## src/ao_periph_pkg.sv

```systemverilog
// ==============================
// Address map, bus types and buffer depth for the always-on subsystem.
// Every access is a full 32-bit word; byte strobes are not supported.
// ==============================
`default_nettype none

package ao_periph_pkg;

  // Widths
  localparam int unsigned ADDR_W     = 12;
  localparam int unsigned OFS_W      = 8;
  localparam int unsigned DATA_W     = 32;
  localparam int unsigned FAST_INTR_W = 15;

  typedef logic [ADDR_W-1:0]       reg_addr_t;
  typedef logic [OFS_W-1:0]        reg_ofs_t;
  typedef logic [ADDR_W-OFS_W-1:0] periph_sel_t;
  typedef logic [DATA_W-1:0]       reg_data_t;
  typedef logic [FAST_INTR_W-1:0]  fast_intr_t;

  // Request buffer, also the credit count after reset
  localparam int unsigned FIFO_DEPTH = 4;
  localparam int unsigned FIFO_PTR_W = $clog2(FIFO_DEPTH);

  typedef logic [FIFO_PTR_W-1:0] fifo_ptr_t;
  typedef logic [FIFO_PTR_W:0]   fifo_cnt_t;

  // Peripheral select values in address bits 11 to 8
  localparam int unsigned PERIPH_SOC_CTRL  = 0;
  localparam int unsigned PERIPH_TIMER     = 1;
  localparam int unsigned PERIPH_FAST_INTR = 2;
  localparam int unsigned NUM_PERIPH       = 3;

  // SoC control offsets
  localparam reg_ofs_t SOC_EXIT_VALID_OFS = 8'h00;
  localparam reg_ofs_t SOC_EXIT_VALUE_OFS = 8'h04;
  localparam reg_ofs_t SOC_BOOT_SEL_OFS   = 8'h08;

  // Timer offsets
  localparam reg_ofs_t TMR_CTRL_OFS    = 8'h00;
  localparam reg_ofs_t TMR_COUNT_OFS   = 8'h04;
  localparam reg_ofs_t TMR_COMPARE_OFS = 8'h08;
  localparam reg_ofs_t TMR_STATUS_OFS  = 8'h0C;

  // Fast interrupt controller offsets
  localparam reg_ofs_t FI_PENDING_OFS = 8'h00;
  localparam reg_ofs_t FI_CLEAR_OFS   = 8'h04;

  typedef struct packed {
    logic      we;
    reg_addr_t addr;
    reg_data_t wdata;
  } bus_req_t;

  typedef struct packed {
    reg_data_t rdata;
    logic      err;
  } bus_rsp_t;

  // Word returned by each peripheral, zero for writes
  typedef reg_data_t periph_rsp_t;

endpackage

`default_nettype wire

```

## src/ao_bus_fifo.sv

```systemverilog
// ==============================
// Credit-based request buffer. The master may only push while it holds
// a credit; one credit is returned in the cycle each entry is popped.
// ==============================
`timescale 1ns/1ns
`default_nettype none

module ao_bus_fifo (
  input  logic                    clk_i,
  input  logic                    rst_n_i,
  input  logic                    req_valid_i,
  input  ao_periph_pkg::bus_req_t req_i,
  input  logic                    head_ready_i,
  output logic                    credit_o,
  output logic                    head_valid_o,
  output ao_periph_pkg::bus_req_t head_o
);
  import ao_periph_pkg::*;

  bus_req_t  mem_q [FIFO_DEPTH];
  fifo_ptr_t wr_ptr_q;
  fifo_ptr_t rd_ptr_q;
  fifo_cnt_t count_q;
  logic      push;
  logic      pop;
  logic      full;

  assign push = req_valid_i;
  assign pop  = head_valid_o && head_ready_i;
  assign full = (count_q == fifo_cnt_t'(FIFO_DEPTH));

  assign head_valid_o = (count_q != '0);
  assign head_o       = mem_q[rd_ptr_q];

  // One credit back per released entry
  assign credit_o = pop;

  always_ff @(posedge clk_i) begin
    if (push) begin
      mem_q[wr_ptr_q] <= req_i;
    end
  end

  // Depth is a power of two, so pointers wrap on their own
  always_ff @(posedge clk_i) begin
    if (!rst_n_i) begin
      wr_ptr_q <= '0;
      rd_ptr_q <= '0;
      count_q  <= '0;
    end else begin
      if (push) begin
        wr_ptr_q <= wr_ptr_q + 1'b1;
      end
      if (pop) begin
        rd_ptr_q <= rd_ptr_q + 1'b1;
      end
      case ({push, pop})
        2'b10:   count_q <= count_q + 1'b1;
        2'b01:   count_q <= count_q - 1'b1;
        default: count_q <= count_q;
      endcase
    end
  end

  // Master spent a credit it did not hold
  a_no_push_when_full: assert property (
    @(posedge clk_i) disable iff (!rst_n_i) req_valid_i |-> !full
  );

endmodule

`default_nettype wire

```

## src/ao_reg_decode.sv

```systemverilog
// ==============================
// Routes each request by address bits 11 to 8, never stalls.
// Unmapped selects answer with an error and zero read data.
// ==============================
`timescale 1ns/1ns
`default_nettype none

module ao_reg_decode (
  input  logic                                  clk_i,
  input  logic                                  rst_n_i,
  input  logic                                  req_valid_i,
  input  ao_periph_pkg::bus_req_t               req_i,
  input  ao_periph_pkg::periph_rsp_t            soc_rsp_i,
  input  ao_periph_pkg::periph_rsp_t            tmr_rsp_i,
  input  ao_periph_pkg::periph_rsp_t            fi_rsp_i,
  output logic                                  req_ready_o,
  output logic [ao_periph_pkg::NUM_PERIPH-1:0]  periph_valid_o,
  output ao_periph_pkg::bus_req_t               periph_req_o,
  output logic                                  rsp_valid_o,
  output ao_periph_pkg::bus_rsp_t               rsp_o
);
  import ao_periph_pkg::*;

  periph_sel_t           sel;
  periph_sel_t           sel_q;
  logic [NUM_PERIPH-1:0] hit;
  logic                  err_q;
  logic                  rsp_valid_q;
  reg_data_t             rdata;

  assign sel = req_i.addr[ADDR_W-1:OFS_W];

  assign hit[PERIPH_SOC_CTRL]  = (sel == periph_sel_t'(PERIPH_SOC_CTRL));
  assign hit[PERIPH_TIMER]     = (sel == periph_sel_t'(PERIPH_TIMER));
  assign hit[PERIPH_FAST_INTR] = (sel == periph_sel_t'(PERIPH_FAST_INTR));

  assign req_ready_o    = 1'b1;
  assign periph_valid_o = req_valid_i ? hit : '0;
  assign periph_req_o   = req_i;

  // Remember who answers next cycle
  always_ff @(posedge clk_i) begin
    if (!rst_n_i) begin
      rsp_valid_q <= 1'b0;
      err_q       <= 1'b0;
    end else begin
      rsp_valid_q <= req_valid_i;
      err_q       <= req_valid_i && (hit == '0);
    end
  end

  always_ff @(posedge clk_i) begin
    if (req_valid_i) begin
      sel_q <= sel;
    end
  end

  always_comb begin
    case (sel_q)
      periph_sel_t'(PERIPH_SOC_CTRL):  rdata = soc_rsp_i;
      periph_sel_t'(PERIPH_TIMER):     rdata = tmr_rsp_i;
      periph_sel_t'(PERIPH_FAST_INTR): rdata = fi_rsp_i;
      default:                         rdata = '0;
    endcase
  end

  assign rsp_valid_o = rsp_valid_q;
  assign rsp_o.rdata = err_q ? '0 : rdata;
  assign rsp_o.err   = err_q;

  a_valid_onehot: assert property (
    @(posedge clk_i) disable iff (!rst_n_i) $onehot0(periph_valid_o)
  );

endmodule

`default_nettype wire

```

## src/soc_ctrl_regs.sv

```systemverilog
// ==============================
// Exit flag is sticky until reset.
// Boot select is read live from the pin.
// ==============================
`timescale 1ns/1ns
`default_nettype none

module soc_ctrl_regs (
  input  logic                       clk_i,
  input  logic                       rst_n_i,
  input  logic                       valid_i,
  input  ao_periph_pkg::bus_req_t    req_i,
  input  logic                       boot_select_i,
  output ao_periph_pkg::periph_rsp_t rsp_o,
  output logic                       exit_valid_o,
  output ao_periph_pkg::reg_data_t   exit_value_o
);
  import ao_periph_pkg::*;

  reg_ofs_t    ofs;
  logic        wr;
  logic        exit_valid_q;
  reg_data_t   exit_value_q;
  reg_data_t   rdata;
  periph_rsp_t rsp_q;

  assign ofs = req_i.addr[OFS_W-1:0];
  assign wr  = valid_i && req_i.we;

  always_ff @(posedge clk_i) begin
    if (!rst_n_i) begin
      exit_valid_q <= 1'b0;
      exit_value_q <= '0;
    end else begin
      if (wr && (ofs == SOC_EXIT_VALID_OFS) && req_i.wdata[0]) begin
        exit_valid_q <= 1'b1;
      end
      if (wr && (ofs == SOC_EXIT_VALUE_OFS)) begin
        exit_value_q <= req_i.wdata;
      end
    end
  end

  always_comb begin
    case (ofs)
      SOC_EXIT_VALID_OFS: rdata = reg_data_t'(exit_valid_q);
      SOC_EXIT_VALUE_OFS: rdata = exit_value_q;
      SOC_BOOT_SEL_OFS:   rdata = reg_data_t'(boot_select_i);
      default:            rdata = '0;
    endcase
  end

  // Writes answer with zero
  always_ff @(posedge clk_i) begin
    rsp_q <= (valid_i && !req_i.we) ? rdata : '0;
  end

  assign rsp_o        = rsp_q;
  assign exit_valid_o = exit_valid_q;
  assign exit_value_o = exit_value_q;

endmodule

`default_nettype wire

```

## src/ao_timer.sv

```systemverilog
// ==============================
// Free-running compare timer, CTRL bit 0 enables counting.
// STATUS bit 0 is write-one-to-clear; a new match wins over the clear.
// ==============================
`timescale 1ns/1ns
`default_nettype none

module ao_timer (
  input  logic                       clk_i,
  input  logic                       rst_n_i,
  input  logic                       valid_i,
  input  ao_periph_pkg::bus_req_t    req_i,
  output ao_periph_pkg::periph_rsp_t rsp_o,
  output logic                       timer_intr_o
);
  import ao_periph_pkg::*;

  reg_ofs_t    ofs;
  logic        wr;
  logic        enable_q;
  reg_data_t   count_q;
  reg_data_t   compare_q;
  logic        status_q;
  logic        match;
  reg_data_t   rdata;
  periph_rsp_t rsp_q;

  assign ofs   = req_i.addr[OFS_W-1:0];
  assign wr    = valid_i && req_i.we;
  assign match = enable_q && (count_q >= compare_q);

  always_ff @(posedge clk_i) begin
    if (!rst_n_i) begin
      enable_q  <= 1'b0;
      count_q   <= '0;
      compare_q <= '0;
      status_q  <= 1'b0;
    end else begin
      if (wr && (ofs == TMR_CTRL_OFS)) begin
        enable_q <= req_i.wdata[0];
      end
      // Software write overrides the increment
      if (wr && (ofs == TMR_COUNT_OFS)) begin
        count_q <= req_i.wdata;
      end else if (enable_q) begin
        count_q <= count_q + 1'b1;
      end
      if (wr && (ofs == TMR_COMPARE_OFS)) begin
        compare_q <= req_i.wdata;
      end
      if (match) begin
        status_q <= 1'b1;
      end else if (wr && (ofs == TMR_STATUS_OFS) && req_i.wdata[0]) begin
        status_q <= 1'b0;
      end
    end
  end

  always_comb begin
    case (ofs)
      TMR_CTRL_OFS:    rdata = reg_data_t'(enable_q);
      TMR_COUNT_OFS:   rdata = count_q;
      TMR_COMPARE_OFS: rdata = compare_q;
      TMR_STATUS_OFS:  rdata = reg_data_t'(status_q);
      default:         rdata = '0;
    endcase
  end

  always_ff @(posedge clk_i) begin
    rsp_q <= (valid_i && !req_i.we) ? rdata : '0;
  end

  assign rsp_o        = rsp_q;
  assign timer_intr_o = status_q;

endmodule

`default_nettype wire

```

## src/fast_intr_ctrl.sv

```systemverilog
// ==============================
// Latches 15 level inputs until cleared by mask.
// A line still high keeps its bit set.
// ==============================
`timescale 1ns/1ns
`default_nettype none

module fast_intr_ctrl (
  input  logic                       clk_i,
  input  logic                       rst_n_i,
  input  logic                       valid_i,
  input  ao_periph_pkg::bus_req_t    req_i,
  input  ao_periph_pkg::fast_intr_t  fast_intr_i,
  output ao_periph_pkg::periph_rsp_t rsp_o,
  output ao_periph_pkg::fast_intr_t  fast_intr_o
);
  import ao_periph_pkg::*;

  reg_ofs_t    ofs;
  fast_intr_t  clr_mask;
  fast_intr_t  pending_q;
  periph_rsp_t rsp_q;

  assign ofs = req_i.addr[OFS_W-1:0];

  assign clr_mask = (valid_i && req_i.we && (ofs == FI_CLEAR_OFS)) ?
                    req_i.wdata[FAST_INTR_W-1:0] : '0;

  // Set has priority over clear
  always_ff @(posedge clk_i) begin
    if (!rst_n_i) begin
      pending_q <= '0;
    end else begin
      pending_q <= fast_intr_i | (pending_q & ~clr_mask);
    end
  end

  // Clear register reads back zero
  always_ff @(posedge clk_i) begin
    if (valid_i && !req_i.we && (ofs == FI_PENDING_OFS)) begin
      rsp_q <= reg_data_t'(pending_q);
    end else begin
      rsp_q <= '0;
    end
  end

  assign rsp_o       = rsp_q;
  assign fast_intr_o = pending_q;

endmodule

`default_nettype wire

```

## src/ao_peripheral_subsystem.sv

```systemverilog
// ==============================
// Always-on register subsystem. Responses cannot be stalled;
// the master must accept every bus_rsp_valid_o.
// ==============================
`timescale 1ns/1ns
`default_nettype none

module ao_peripheral_subsystem (
  input  logic                      clk_i,
  input  logic                      rst_n_i,
  input  logic                      bus_req_valid_i,
  input  ao_periph_pkg::bus_req_t   bus_req_i,
  input  logic                      boot_select_i,
  input  ao_periph_pkg::fast_intr_t fast_intr_i,
  output logic                      bus_credit_o,
  output logic                      bus_rsp_valid_o,
  output ao_periph_pkg::bus_rsp_t   bus_rsp_o,
  output logic                      exit_valid_o,
  output ao_periph_pkg::reg_data_t  exit_value_o,
  output logic                      timer_intr_o,
  output ao_periph_pkg::fast_intr_t fast_intr_o
);
  import ao_periph_pkg::*;

  logic                  head_valid;
  bus_req_t              head;
  logic                  dec_ready;
  logic [NUM_PERIPH-1:0] periph_valid;
  bus_req_t              periph_req;
  periph_rsp_t           soc_rsp;
  periph_rsp_t           tmr_rsp;
  periph_rsp_t           fi_rsp;

  ao_bus_fifo ao_bus_fifo_i (
    .clk_i,
    .rst_n_i,
    .req_valid_i  (bus_req_valid_i),
    .req_i        (bus_req_i),
    .head_ready_i (dec_ready),
    .credit_o     (bus_credit_o),
    .head_valid_o (head_valid),
    .head_o       (head)
  );

  ao_reg_decode ao_reg_decode_i (
    .clk_i,
    .rst_n_i,
    .req_valid_i    (head_valid),
    .req_i          (head),
    .soc_rsp_i      (soc_rsp),
    .tmr_rsp_i      (tmr_rsp),
    .fi_rsp_i       (fi_rsp),
    .req_ready_o    (dec_ready),
    .periph_valid_o (periph_valid),
    .periph_req_o   (periph_req),
    .rsp_valid_o    (bus_rsp_valid_o),
    .rsp_o          (bus_rsp_o)
  );

  soc_ctrl_regs soc_ctrl_regs_i (
    .clk_i,
    .rst_n_i,
    .valid_i       (periph_valid[PERIPH_SOC_CTRL]),
    .req_i         (periph_req),
    .boot_select_i,
    .rsp_o         (soc_rsp),
    .exit_valid_o,
    .exit_value_o
  );

  ao_timer ao_timer_i (
    .clk_i,
    .rst_n_i,
    .valid_i      (periph_valid[PERIPH_TIMER]),
    .req_i        (periph_req),
    .rsp_o        (tmr_rsp),
    .timer_intr_o
  );

  fast_intr_ctrl fast_intr_ctrl_i (
    .clk_i,
    .rst_n_i,
    .valid_i     (periph_valid[PERIPH_FAST_INTR]),
    .req_i       (periph_req),
    .fast_intr_i,
    .rsp_o       (fi_rsp),
    .fast_intr_o
  );

endmodule

`default_nettype wire

```

## config.mk

```make
export PLATFORM = sky130hd
export DESIGN_NAME = ao_peripheral_subsystem
export DESIGN_NICKNAME = d
export VERILOG_FILES = /design/src/ao_periph_pkg.sv /design/src/ao_bus_fifo.sv /design/src/ao_reg_decode.sv /design/src/soc_ctrl_regs.sv /design/src/ao_timer.sv /design/src/fast_intr_ctrl.sv /design/src/ao_peripheral_subsystem.sv
export SDC_FILE = /design/constraint.sdc
export NUM_CORES = 1
export LEC_CHECK = 0
export BUFFER_PORTS_ARGS = -buffer_cell sky130_fd_sc_hd__buf_2
export CORE_UTILIZATION = 30
export DETAILED_ROUTE_END_ITERATION = 6
export GPL_ROUTABILITY_DRIVEN = 0
export GPL_TIMING_DRIVEN = 1
export PLACE_DENSITY = 0.56
export SYNTH_ARGS = -nofsm -noshare
export SYNTH_HDL_FRONTEND = slang
export SYNTH_SLANG_ARGS = --single-unit
```

## constraint.sdc

```tcl
create_clock -name clk_i -period 5.7 [get_ports clk_i]
set_input_delay 0 -clock clk_i [delete_from_list [all_inputs] [get_ports clk_i]]
set_output_delay 0 -clock clk_i [all_outputs]
set_load 0.005 [all_outputs]
```

Yosys cells after proc, flatten, opt, wreduce, memory -nomap -nowiden
Memories as Yosys holds them, arrays and structs flattened. A register that Yosys moved wholly into a read port is not among the register bits.
Cells that the tools add are included.
- add/subtract/negate cells: 5
- magnitude comparators: 1
- eq/ne operators: 9
- multiplexer cells: 15
- bitwise gates (word level): 3
- reduce and logical (&&, ||, !) cells: 27
- operator list (kind ; number):
    $pmux 32 s3 ; 2
    $pmux 32 s4 ; 1
    $mux 32 ; 3
    $add 32x1->32 const B ; 1
    $ge 32x32->1 ; 1
    $logic_and 1x1->1 ; 18
    $eq 8x4->1 const B ; 2
    $and 15x15->15 ; 1
    $mux 15 ; 1
    $not 15->15 ; 1
    $or 15x15->15 ; 1
    $eq 4x1->1 const B ; 2
    $eq 4x2->1 const B ; 2
    $eq 8x3->1 const B ; 1
    $logic_not 4->1 ; 2
    $logic_not 8->1 ; 1
    $pmux 3 s2 ; 1
    $reduce_bool 2->1 ; 3
    $add 2x1->2 const B ; 2
    $mux 1 ; 4
    $mux 2 ; 2
    $add 3x1->3 const B ; 1
    $logic_not 3->1 ; 1
    $mux 3 ; 1
    other kinds (5) ; 5
- flip-flop bits (word level): 223
- bits in writable memories: 180
- input port bits: 64
- logic and storage cells: 78
- memories: 1
- memories (name ; words ; width ; rd ports ; clocked after Yosys merged registers in ; write ports ; line ; RTL):
    ao_bus_fifo_i.mem_q ; 4 ; 45 ; 1 ; 1 ; 1 ; ao_bus_fifo.sv:20 ; bus_req_t mem_q [FIFO_DEPTH];

Depth between registers and ports, before layout
Gate-level depths: netlist of run 1.
- depth in word-level cells: 8
- depth in mapped cells: 10
- mapped depth without buffers: 8

Cells and area by module
Synthesis of run 1 repeated with hierarchy kept, for this count alone.
- cell total of the unflattened synthesis: 1396
- area total of the unflattened synthesis: 16638.5 µm²
- by module, submodules not included (module ; instances ; cells an instance ; area each (µm²) ; sequential area each (µm²)):
    ao_bus_fifo ; 1 ; 281 ; 7013.0 ; 5585.4
    ao_timer ; 1 ; 623 ; 4986.0 ; 1961.9
    soc_ctrl_regs ; 1 ; 219 ; 2240.9 ; 1301.2
    ao_reg_decode ; 1 ; 157 ; 1242.4 ; 160.2
    fast_intr_ctrl ; 1 ; 116 ; 1156.1 ; 600.6

Least setup slack after synthesis of run 1
No wires, ideal clock.
- kind: reg2reg
- start: register with a tool-made name
- end: register ao_timer_i.compare_q[0]
- arrival: 1.987 ns
- setup slack: 3.594 ns
- cell stages (with the launch flop): 9
- period minus slack after synthesis: 2.106 ns
- cell sequence: dfxtp_1 -> buf_6 -> buf_6 -> mux4_2 -> nor3b_4 -> nand4b_2 -> buf_2 -> nand3_1 -> o21ai_1
- RTL lines (element ; line ; RTL):
    end signal, assigned ; ao_timer.sv:49 ; compare_q <= req_i.wdata;
    end, declared ; ao_timer.sv:22 ; reg_data_t compare_q;

==> results.txt, run 1 <==
For this block, the initial DRC count from the detailed router was 577. The tools report the clock skew after layout as 0.01473 ns. Clock-pin slew was measured on the worst setup and hold paths at 0.06 ns.

Setup repair after global routing left no endpoint under its margin. The flow ran to the end, and the final reports show no timing, DRC or antenna violations. The classification of the worst setup path was register to register. Once placement finished, the instance area stood at 16830 µm².

After floorplanning, the core was divided into 82 placement rows. The wire-length estimate of the detail-placed layout is 26.76 mm. The routed design has 39.42 mm of wire.

The number of synthesis warnings was 0. Via count of the first global-routing pass: 10730. The power density normalized to cell area was 366.6 nW/µm². The number of I/O pins is 148. The floorplan step defined a die boundary enclosing 52350 µm². The clock period minus worst slack was 3.767 ns.

TritonCTS built the clock tree. The number of placed instances, taps included, is 2013. The worst path uses 66.08% of the clock period. For the largest net degree at the start of global routing, the log shows 84. The die is 228.8 µm tall. Arrival time reported for the critical path endpoint: 4.15 ns.

The worst-case IR drop observed on VDD is 0.1938 mV. Counting the buffers created by CTS gives 41. Leaving out fill and tap cells, the most frequent cell in the layout is dfxtp_1. The longest clock path from root to sink contains 3 buffers.

For the cell area after synthesis, the log shows 15430 µm². The type of destination of the critical path is a register. The post-synthesis async set-or-reset flop share came out at 0%.

The run gives 1 as the number of antenna violations at the first check in global routing. The most used flip-flop cell after synthesis is dfxtp_1. The tools report the number of iterations in the first detailed-routing pass as 7. Summing all non-filler instances in the final layout gives an area of 18850 µm². The number of pins exceeding their max-slew limit in the final report came out at 0. The initial utilization of the core area, before any placement, comes to 30.57%. Setup violations remaining at the end of the flow were counted as 0.

In the final timing run, aggregate negative setup slack is 0 ns. In this run the tool buffered the top-level ports with 147 buffer cells. The floorplan die width came out at 228.8 µm. Summed over all cells, the static leakage comes to 6.808 nW. For the buffers inserted during post-CTS setup optimization, the log shows 0. The highest metal layer with signal wires was met5. The tree built by TritonCTS fans out to 388 sinks. In this run the remaining antenna-violating nets after routing total 0.

The total DRC errors in the routed layout is 0. In the final layout, the share of cells above drive strength 1 is 20.15%. The logs give 0 for the total count of hold-check failures in the final report and 0 for the number of inserted diodes.

The cell at the root of the clock tree is clkbuf_16. The tightest slew margin relative to the limit was 28.49%. In the final design database the tool counted 1549 nets.

The tools report the sort of element at the start of the critical path as a register. The final route contains 10360 vias. In the final routed layout, each cell accounts on average for 18.33 µm. At the later pin of the worst-skew pair, clock insertion delay measures 0.56 ns. The post-synthesis area per instance is 12.32 µm², and the average via count per standard cell is 4.818. The cell count after synthesis came out at 1253.

The layout overhead on the synthesized area is 22.15%, and the count of flip-flops with a built-in enable after synthesis is 184. Timing would allow up to 0.2655 GHz. Routed length on met1: 17.41 mm. In this run the worst hold path is classified as input pin to register. In this run the standard cell core region covers 50480 µm². Yosys mapped the design onto 60 distinct sky130hd cell types. Across all hold checks on the routed design, the worst slack comes to 0.08746 ns. The first global-routing pass estimated 61.73 mm of wire. The global-route congestion overflow total came out at 0. The number of nets handed over by synthesis was 1356. Wire segments on met3 add up to 1.893 mm in the final route. In this run the most critical hold path is launched from rst_n_i.

Counting flops and latches in the post-synthesis netlist gives 388. For the worst setup path, the data required time is 6.08 ns. Of all nets on the critical path, the largest fanout is 61.

Excluding fillers, the count of instances in the completed layout stands at 2151. The part of the Yosys area used for sequential elements was 62.27%; the total track usage was 15.11%. The top cell types in the final layout, fill and taps aside, are dfxtp_1 (202), edfxtp_1 (184), buf_2 (146). The final core utilization was 37.34%. For the pin with the worst max-slew slack, the measured transition is 1.069 ns. The tool flagged a number of max-cap violations equal to 0. Wire segments on met2 add up to 19.20 mm in the final route. The H-tree generated during clock tree synthesis spans 2 levels.
-- state kept, by name, indices dropped and copies added (netlist names), 2 cells and up, named ones only --
name and count:
ao_bus_fifo_i.count_q 3, ao_timer_i.rsp_o 32, fast_intr_ctrl_i.fast_intr_o 15, soc_ctrl_regs_i.rsp_o 32
ao_bus_fifo_i.rd_ptr_q 2, fast_intr_ctrl_i.rsp_o 15, ao_bus_fifo_i.wr_ptr_q 2, ao_timer_i.compare_q 32
soc_ctrl_regs_i.exit_value_o 32, ao_bus_fifo_i.mem_q 180, ao_timer_i.count_q 32, ao_reg_decode_i.sel_q 4
-- synth_stat cells (4+ instances only) --
cell type	instances	area, µm²
nand4_1	15	93.84
and2_1	56	350.3
a41oi_1	16	140.1
and4_1	4	35.03
nor2_1	84	315.3
dfxtp_1	204	4084
a222oi_1	15	150.1
a22oi_1	50	375.4
buf_1	13	48.80
xor2_1	19	166.4
clkbuf_1	32	120.1
nor4b_1	6	52.55
mux4_2	40	900.9
nand3_1	105	525.5
nor3_1	10	50.05
buf_2	29	145.1
edfxtp_1	184	5525
o21ai_1	65	325.3
inv_1	57	214.0
a21oi_1	13	65.06
o21ai_0	48	240.2
and3_1	6	37.54
nand2_1	58	217.7
nor4_1	16	100.1
ha_1	38	475.5
xnor2_1	16	140.1
-- metal layers --
layer  vias to the layer above  GRT usage [%]
met4                         2          4.604
met5                         -              0
met3                        59          3.356
li1                       5045              -
met2                       212          25.59
met1                      5045          19.16
-- cell families after synthesis --
| family | Yosys count | synth area share [%] |
|---|---|---|
| buf+inv | 135 | 3.689 |
| fa+ha+maj | 39 | 3.211 |
| simple gates | 386 | 13.10 |
| compound gates | 226 | 9.640 |
| flops | 388 | 62.27 |
| mux | 44 | 6.105 |
| xor+xnor | 35 | 1.986 |
-- worst paths after layout --
check	endpoint	slack (ns)	depth (start not counted)
setup reg to reg	ao_timer_i.count_q[26]	1.93	7
setup / recovery	ao_timer_i.count_q[26]	1.93	7
hold reg to reg	soc_ctrl_regs_i.exit_value_o[30]	0.47	2
hold / removal	ao_timer_i.count_q[1]	0.09	3
-- timing repair --
action	in CTS	in global routing
hold endpoints to repair	199	0
hold buffers	62	0
endpoints found under the setup margin	0	0
gates resized for setup	0	0
-- stage by stage --
step                setup WS [ns]  total power, mW
detailed placement          1.900            4.230
CTS                         1.896            7.004
global route                1.585            7.199
floorplan                   3.594            3.891
finish                      1.933            6.911
global placement            1.979            4.212
-- final cells by class --
class                           instances  area, µm²
Clock buffer                           53       1171
Inverter                               57      214.0
Clock inverter                         23      231.5
Tap cell                              672      840.8
Sequential cell                       388       9612
Timing Repair Buffer                  228       1501
Fill cell                            4941      31630
Multi-Input combinational cell        730       5280
-- power breakdown --
part	internal (mW)	switching [mW]
Combinational	0.431	0.618
Sequential	3.04	0.0864
Clock	1.64	1.09
Total	5.12	1.79
-- critical path, stage by stage, from the launching register on --
cell,delay (ns)
dfxtp_2,0.32
buf_4,0.39
mux4_2,0.66
nand2b_4,0.20
a211oi_4,0.73
nand2_2,0.84
nand3_1,0.31
o21ai_0,0.12
(Power assumes the default switching activity.)
==> run 2, diff against run 1 <==
==> constraint.sdc (replaced) <==
create_clock -name clk_i -period 3.9 [get_ports clk_i]
set_input_delay 0 -clock clk_i [delete_from_list [all_inputs] [get_ports clk_i]]
set_output_delay 0 -clock clk_i [all_outputs]
set_load 0.005 [all_outputs]
==> results.txt, run 2 (synthesized netlist as in run 1, its figures left out) <==
The flow ran to the end, and the final reports show no timing, DRC or antenna violations. Among all stages on the critical path, the largest delay is contributed by nand4b_2. The total count of hold-check failures in the final report is 0, and the number of antenna violations at the first check in global routing is 1. Summed over all failing endpoints, the final setup total negative slack is 0 ns. The area of the core came out at 50480 µm². The area occupied by registers came out at 9612 µm².

TritonCTS built the clock tree. The register with the most flip-flops in the final layout is ao_bus_fifo_i.mem_q. At the worst endpoint, the required time is 4.33 ns. The routed design has 39.79 mm of wire. The largest vdd supply drop is 0.3221 mV. In this run the power density over the cells is 520.2 nW/µm². The average via count per standard cell came out at 4.873.

The worst setup path is of the register to register kind. The highest fanout seen on the critical path was 25; the measured slew at the worst slew-check pin was 0.8864 ns. The total track usage was 15.23%. The initial cell density of the core came out at 30.57%. The clock passes through at most 3 buffers.

The logs give 10500 for the via count of the first global-routing pass and 0.56 ns for the clock insertion delay at the later pin of the skew report. The final layout contains 1556 nets. Counting the buffers created by CTS gives 40. Counting the fill cells in the layout gives 4958. The tools report the total clock sinks as 388. In the final layout, the share of cells above drive strength 1 is 20.22%. The first global-routing pass estimated 62.13 mm of wire. The share of the clock period used by the worst path after layout was 80.30%. The worst setup path is captured at a register.

The number of iterations in the first detailed-routing pass is 6. The run gives 40.90% as the tightest slew margin relative to the limit. The register with the most flip-flops in the layout has 180 of them.

In the final routed layout, each cell accounts on average for 18.45 µm. The clock skew after layout was 0.02546 ns; the count of final setup violators was 0. The number of buffer cells added on primary ports is 147. The logs give 148 for the number of I/O pins and 27.85 mm for the half-perimeter wire length after placement.

The final worst-path setup slack is 0.7683 ns. The die height was 228.8 µm. The reported leakage power was 6.759 nW; the setup slack of the worst register-to-register path was 0.77 ns. Entering global routing, the biggest net connects 66 pins. After clock tree synthesis, the clock-pin slew on the worst setup and hold paths is 0.06 ns.

Leaving out fill and tap cells, the most frequent cell in the layout is dfxtp_1. Compared with the post-synthesis result, the final layout area differs by 21.62%. Walking the worst path, the cells encountered are buf_4 -> nor4b_1 -> a22oi_1 -> a21oi_1 -> nand4b_2 -> buf_4 -> nand3_1 -> o21ai_1. The run gives 0 as the number of pins exceeding their max-slew limit in the final report. The tools report the cell at the root of the clock tree as clkbuf_16.

Setup repair after global routing left no endpoint under its margin. The tools report the sort of element at the start of the critical path as a register. In the layout the commonest cells are dfxtp_1 (202), edfxtp_1 (184), buf_2 (146). The clock period minus worst slack is 3.132 ns, and the count of max-cap constraint violations is 0. The critical path's largest stage delay works out to 0.63 ns. The tools report the total of cells resized after clock tree synthesis as 0.

In the routed design, unresolved DRC markers number 0. The die covers 52350 µm². By instance count, the cell type seen most on the critical path is buf_4. OpenSTA, run right after detailed placement, puts the worst setup slack at 0.7528 ns. The arrival time reported for the critical path endpoint came out at 3.56 ns.

In this run the core area contains 82 standard-cell rows. The floorplan step set the die width to 228.8 µm. The min-delay analysis places its worst path in the category input pin to register. Timing would allow up to 0.3193 GHz. The detailed router finished its first iteration with 689 violations. The global-route congestion overflow total is 0, and the H-tree depth reported by CTS is 2. Overall power consumption after layout is estimated at 9.764 mW. The final route contains 10510 vias. Summing all multi-input logic gate instances after layout gives 5280 µm². The count of nets left with antenna violations after detail routing came out at 0.
-- run 2: cell types whose count changed in the layout (fill, tap and decap cells not counted), moves of 2 or more --
| cell | previous run | this run |
|---|---|---|
| clkbuf_1 | 5 | 8 |
| bufinv_16 | 4 | 1 |
| clkinvlp_4 | 2 | 4 |
| clkbuf_16 | 45 | 40 |
| buf_4 | 20 | 26 |
| buf_12 | 0 | 2 |
-- run 2: repair_timing --
| item | in CTS | in global routing |
|---|---|---|
| buffers inserted | 0 | 0 |
| hold buffers | 62 | 0 |
| hold endpoints to repair | 198 | 0 |
-- run 2: cell type report --
| class | instances | share of cell area (%) |
|---|---|---|
| Inverter | 57 | 1.140 |
| Tap cell | 672 | 4.480 |
| Timing Repair Buffer | 236 | 8.453 |
| Sequential cell | 388 | 51.21 |
| Clock buffer | 50 | 5.606 |
| Clock inverter | 23 | 0.9666 |
| Multi-Input combinational cell | 730 | 28.13 |
| Antenna cell | 1 | 0.01333 |
-- run 2: worst paths after layout --
kind / startpoint / end / depth (start not counted)
setup reg to reg: register / ao_timer_i.compare_q[1] / 8
setup / recovery: register / ao_timer_i.compare_q[1] / 8
hold / removal: rst_n_i / ao_timer_i.count_q[0] / 3
hold reg to reg: soc_ctrl_regs_i.exit_value_o[6] / soc_ctrl_regs_i.exit_value_o[6] / 2
-- run 2: where the power goes --
part | internal (mW) | total, mW | switching (mW)
Sequential | 4.45 | 4.60 | 0.148
Combinational | 0.652 | 1.56 | 0.905
Clock | 2.01 | 3.61 | 1.60
Total | 7.11 | 9.76 | 2.66
-- run 2: per-layer routing --
metal | share of wire (%) | track usage (%) | vias to the layer above
met4 | 1.9 | 4.021 | 0
met3 | 4.4 | 2.782 | 49
li1 | - | - | 5058
met2 | 48 | 25.46 | 206
met1 | 45 | 20.22 | 5197
met5 | 0 | 0 | -
-- run 2: through the flow --
stage	cell area [µm²]	cells	utilization (%)	hold slack (ns)
2_1_floorplan	15430	1253	-	0.09887
3_3_place_gp	16910	2021	33.50	0.2149
3_5_place_dp	16910	2021	33.50	0.2155
4_1_cts	18770	2156	37.18	0.02086
5_1_grt	18770	2157	37.18	0.05592
6_report	18770	2157	37.18	0.04867
-- run 2: worst max-delay path, delay by kind of cell, from the launching register on --
kind | cells | cell delay [ns]
flip-flops | 1 | 0.47
AO/OA/AOI/OAI | 3 | 0.72
buffers and inverters | 2 | 0.75
AND/OR/NAND/NOR | 3 | 1.04
==> run 3, diff against run 2 <==
--- a/config.mk
+++ b/config.mk
@@ -10,7 +10,7 @@
 export DETAILED_ROUTE_END_ITERATION = 6
 export GPL_ROUTABILITY_DRIVEN = 0
 export GPL_TIMING_DRIVEN = 1
-export PLACE_DENSITY = 0.56
+export PLACE_DENSITY = 0.58
 export SYNTH_ARGS = -nofsm -noshare
 export SYNTH_HDL_FRONTEND = slang
 export SYNTH_SLANG_ARGS = --single-unit
==> constraint.sdc (replaced) <==
create_clock -name clk_i -period 2.7 [get_ports clk_i]
set_input_delay 0 -clock clk_i [delete_from_list [all_inputs] [get_ports clk_i]]
set_output_delay 0 -clock clk_i [all_outputs]
set_load 0.005 [all_outputs]
==> results.txt, run 3 (synthesized netlist as in run 1, its figures left out) <==
The flow ran to the end, and the final reports show no timing, DRC or antenna violations. The number of iterations in the first detailed-routing pass came out at 7. Setup repair after global routing left no endpoint under its margin. For the worst setup path, the data required time is 2.70 ns. In this run the count of I/O pins placed on the die edge is 148. The run gives 15.5% as the combinational cell fraction of total power. Of the total power, the clock network draws 37.9%. In the final design database the tool counted 1557 nets. The number of setup buffers added after CTS is 0.

TritonCTS built the clock tree. The routed length per placed instance is 18.00 µm. Of the cells placed in the final design, the portion with a size suffix greater than 1 is 20.61%. The number of pins exceeding their max-slew limit in the final report is 0. The critical path in this run is classified as register to output pin. The run gives 0.2158 ns as the worst hold slack. The logs give 0 for the total DRC errors in the routed layout and 3 for the buffer depth of the longest clock path. Dividing the detail-routed via count by the number of cells gives 4.824. The min-delay analysis places its worst path in the category input pin to register.

In this design, the largest share of critical-path delay is due to compound AO/OA/AOI/OAI gates. The floorplan die width was 228.8 µm; the total clock sinks was 388. Summed over all layers, the global routing overflow is 0. The number of instances on the worst hold path is 2, and the count of final setup violators is 0. For the number of standard cells in the final layout excluding fillers, the log shows 2159. The critical path crosses 4 cells after its start point. Cell with the largest stage delay on the worst path: a2111o_1.

IR analysis of the VDD net gives a maximum drop of 0.4135 mV. Derived from the worst setup path, the maximum achievable clock frequency is 0.3995 GHz. The area growth from synthesis to layout is 22.81%. The measured slew at the worst slew-check pin was 0.8017 ns; the cell row count was 82.

Counting the buffers created by CTS gives 40. Power spread over the standard cell area amounts to 751.2 nW/µm². Of all nets on the critical path, the largest fanout is 18.

The switching share of power came out at 26.28%. The count of buffers added on input and output ports is 147. The worst register-to-register path has a depth of 6. The floorplan step set the die height to 228.8 µm. Measured on the finished design, the core utilization comes to 37.54%. The setup TNS after final layout is 0 ns. The number of flip-flops under the largest register name is 180, and the total track usage is 14.68%. Power share of the sequential group: 46.6%.

After floorplanning, the core was sized to cover 50480 µm². The analysis attributes to cell leakage a power of 6.847 nW. The via count of the first global-routing pass was 10580; the count of nets left with antenna violations after detail routing was 0. The worst path buffer plus inverter count works out to 2. Walking the worst path, the cells encountered are a2111o_1 -> buf_4 -> nor2_1 -> buf_2.

The run gives 60.22 mm as the first-pass GRT wire length. The number of antenna violations at the first check in global routing came out at 3. Summed over all nets, the half-perimeter wirelength after detailed placement is 26.52 mm. Leaving out fill and tap cells, the most frequent cells in the layout are dfxtp_1 (202), edfxtp_1 (184), buf_2 (146). The tools report the cell at the root of the clock tree as clkbuf_16. The total count of hold-check failures in the final report was 0. The worst setup path is captured at an output pin.

The largest net degree at the start of global routing was 156. Clock skew on the completed layout was measured at 0.01112 ns. The H-tree generated during clock tree synthesis spans 2 levels. The run gives 2.50 ns as the arrival time reported for the critical path endpoint.

The internal cell power is 10.50 mW, and the first-iteration detailed-routing DRC count is 647. The run gives 2021 as the number of placed instances, taps included. For the clock insertion delay at the later pin of the skew report, the log shows 0.54 ns.

The analysis attributes to net switching a power of 3.741 mW. After layout, the worst path uses 92.71% of the clock period. Max-cap violations in this run came to 0. Summed over all layers, the routed wires come to 38.85 mm. The run gives 30.57% as the initial cell density of the core. Most common cell after layout, fill and taps aside: dfxtp_1. The routed via count was 10420. Most flop-heavy register: ao_bus_fifo_i.mem_q. Counting I/O delays and the setup requirement, the final critical path takes 2.503 ns. For the total power consumption of the routed design, the log shows 14.24 mW.

In this design, the stage delay of the slowest critical-path cell is 0.78 ns. STA classifies the critical path startpoint as a register. After clock tree synthesis, the clock-pin slew on the worst setup and hold paths is 0.06 ns.

The run gives 46.55% as the tightest slew margin relative to the limit. For the area of the die, the log shows 52350 µm².
## run 3: cell types whose count changed in the layout (fill, tap and decap cells not counted), sizes merged
cell / delta
clkinv: -3
inv: +2
clkinvlp: -2
clkbuf: +3
diode: +1
dlygate4sd3: +1
## run 3: power groups by stage
| stage | Clock (mW) | Sequential [mW] | Combinational [mW] |
|---|---|---|---|
| floorplan | 0 | 6.63 | 1.58 |
| global placement | 0 | 6.75 | 2.15 |
| detailed placement | 0 | 6.76 | 2.17 |
| CTS | 5.53 | 6.64 | 2.25 |
| global route | 5.74 | 6.67 | 2.40 |
| finish | 5.40 | 6.63 | 2.21 |
## run 3: repair_timing
item / in CTS / in global routing
resized for setup: 0 / 1
setup endpoints to repair: 0 / 30
hold buffers: 63 / 0
endpoints found under the hold margin: 199 / 0
## run 3: final timing paths
| path | end | slack (ns) | from |
|---|---|---|---|
| setup / recovery | bus_rsp_o[1] | 0.20 | ao_reg_decode_i.sel_q[0] |
| hold / removal | ao_bus_fifo_i.mem_q[1][26] | 0.22 | bus_req_i[26] |
| hold reg to reg | soc_ctrl_regs_i.exit_value_o[18] | 0.47 | soc_ctrl_regs_i.exit_value_o[18] |
| setup reg to reg | ao_timer_i.count_q[29] | 0.33 | ao_timer_i.count_q[13] |
## run 3: worst reg2reg max path: cells and delay by family (launching register included)
| family | cells | cell delay, ns |
|---|---|---|
| flops | 1 | 0.47 |
| compound gates | 1 | 0.13 |
| xor+xnor | 1 | 0.17 |
| simple gates | 4 | 1.50 |
## run 3: area by class of cell
type | count | area (µm²)
diodes | 2 | 5.005
flip-flops and latches | 388 | 9614
inverters | 57 | 214.0
repair buffers | 237 | 1697
well taps | 672 | 840.8
clock inverters | 20 | 148.9
fillers | 4916 | 31530
clock buffers | 53 | 1152
multi-input cells | 730 | 5280
## run 3: routing by layer
metal / part of all wire (%) / track usage [%]
met5: 0.026 / 0
met4: 2.1 / 4.042
met3: 4.2 / 2.732
met2: 49 / 25.47
met1: 44 / 18.61
## run 3: per-stage QoR
stage                     cell area [µm²]  worst slack [ns]
after global placement              17010            0.3076
final                               18950            0.1969
after global routing                18950            0.1028
after detailed placement            17010            0.2455
after CTS                           18940            0.1378
after floorplan                     15430            0.5943
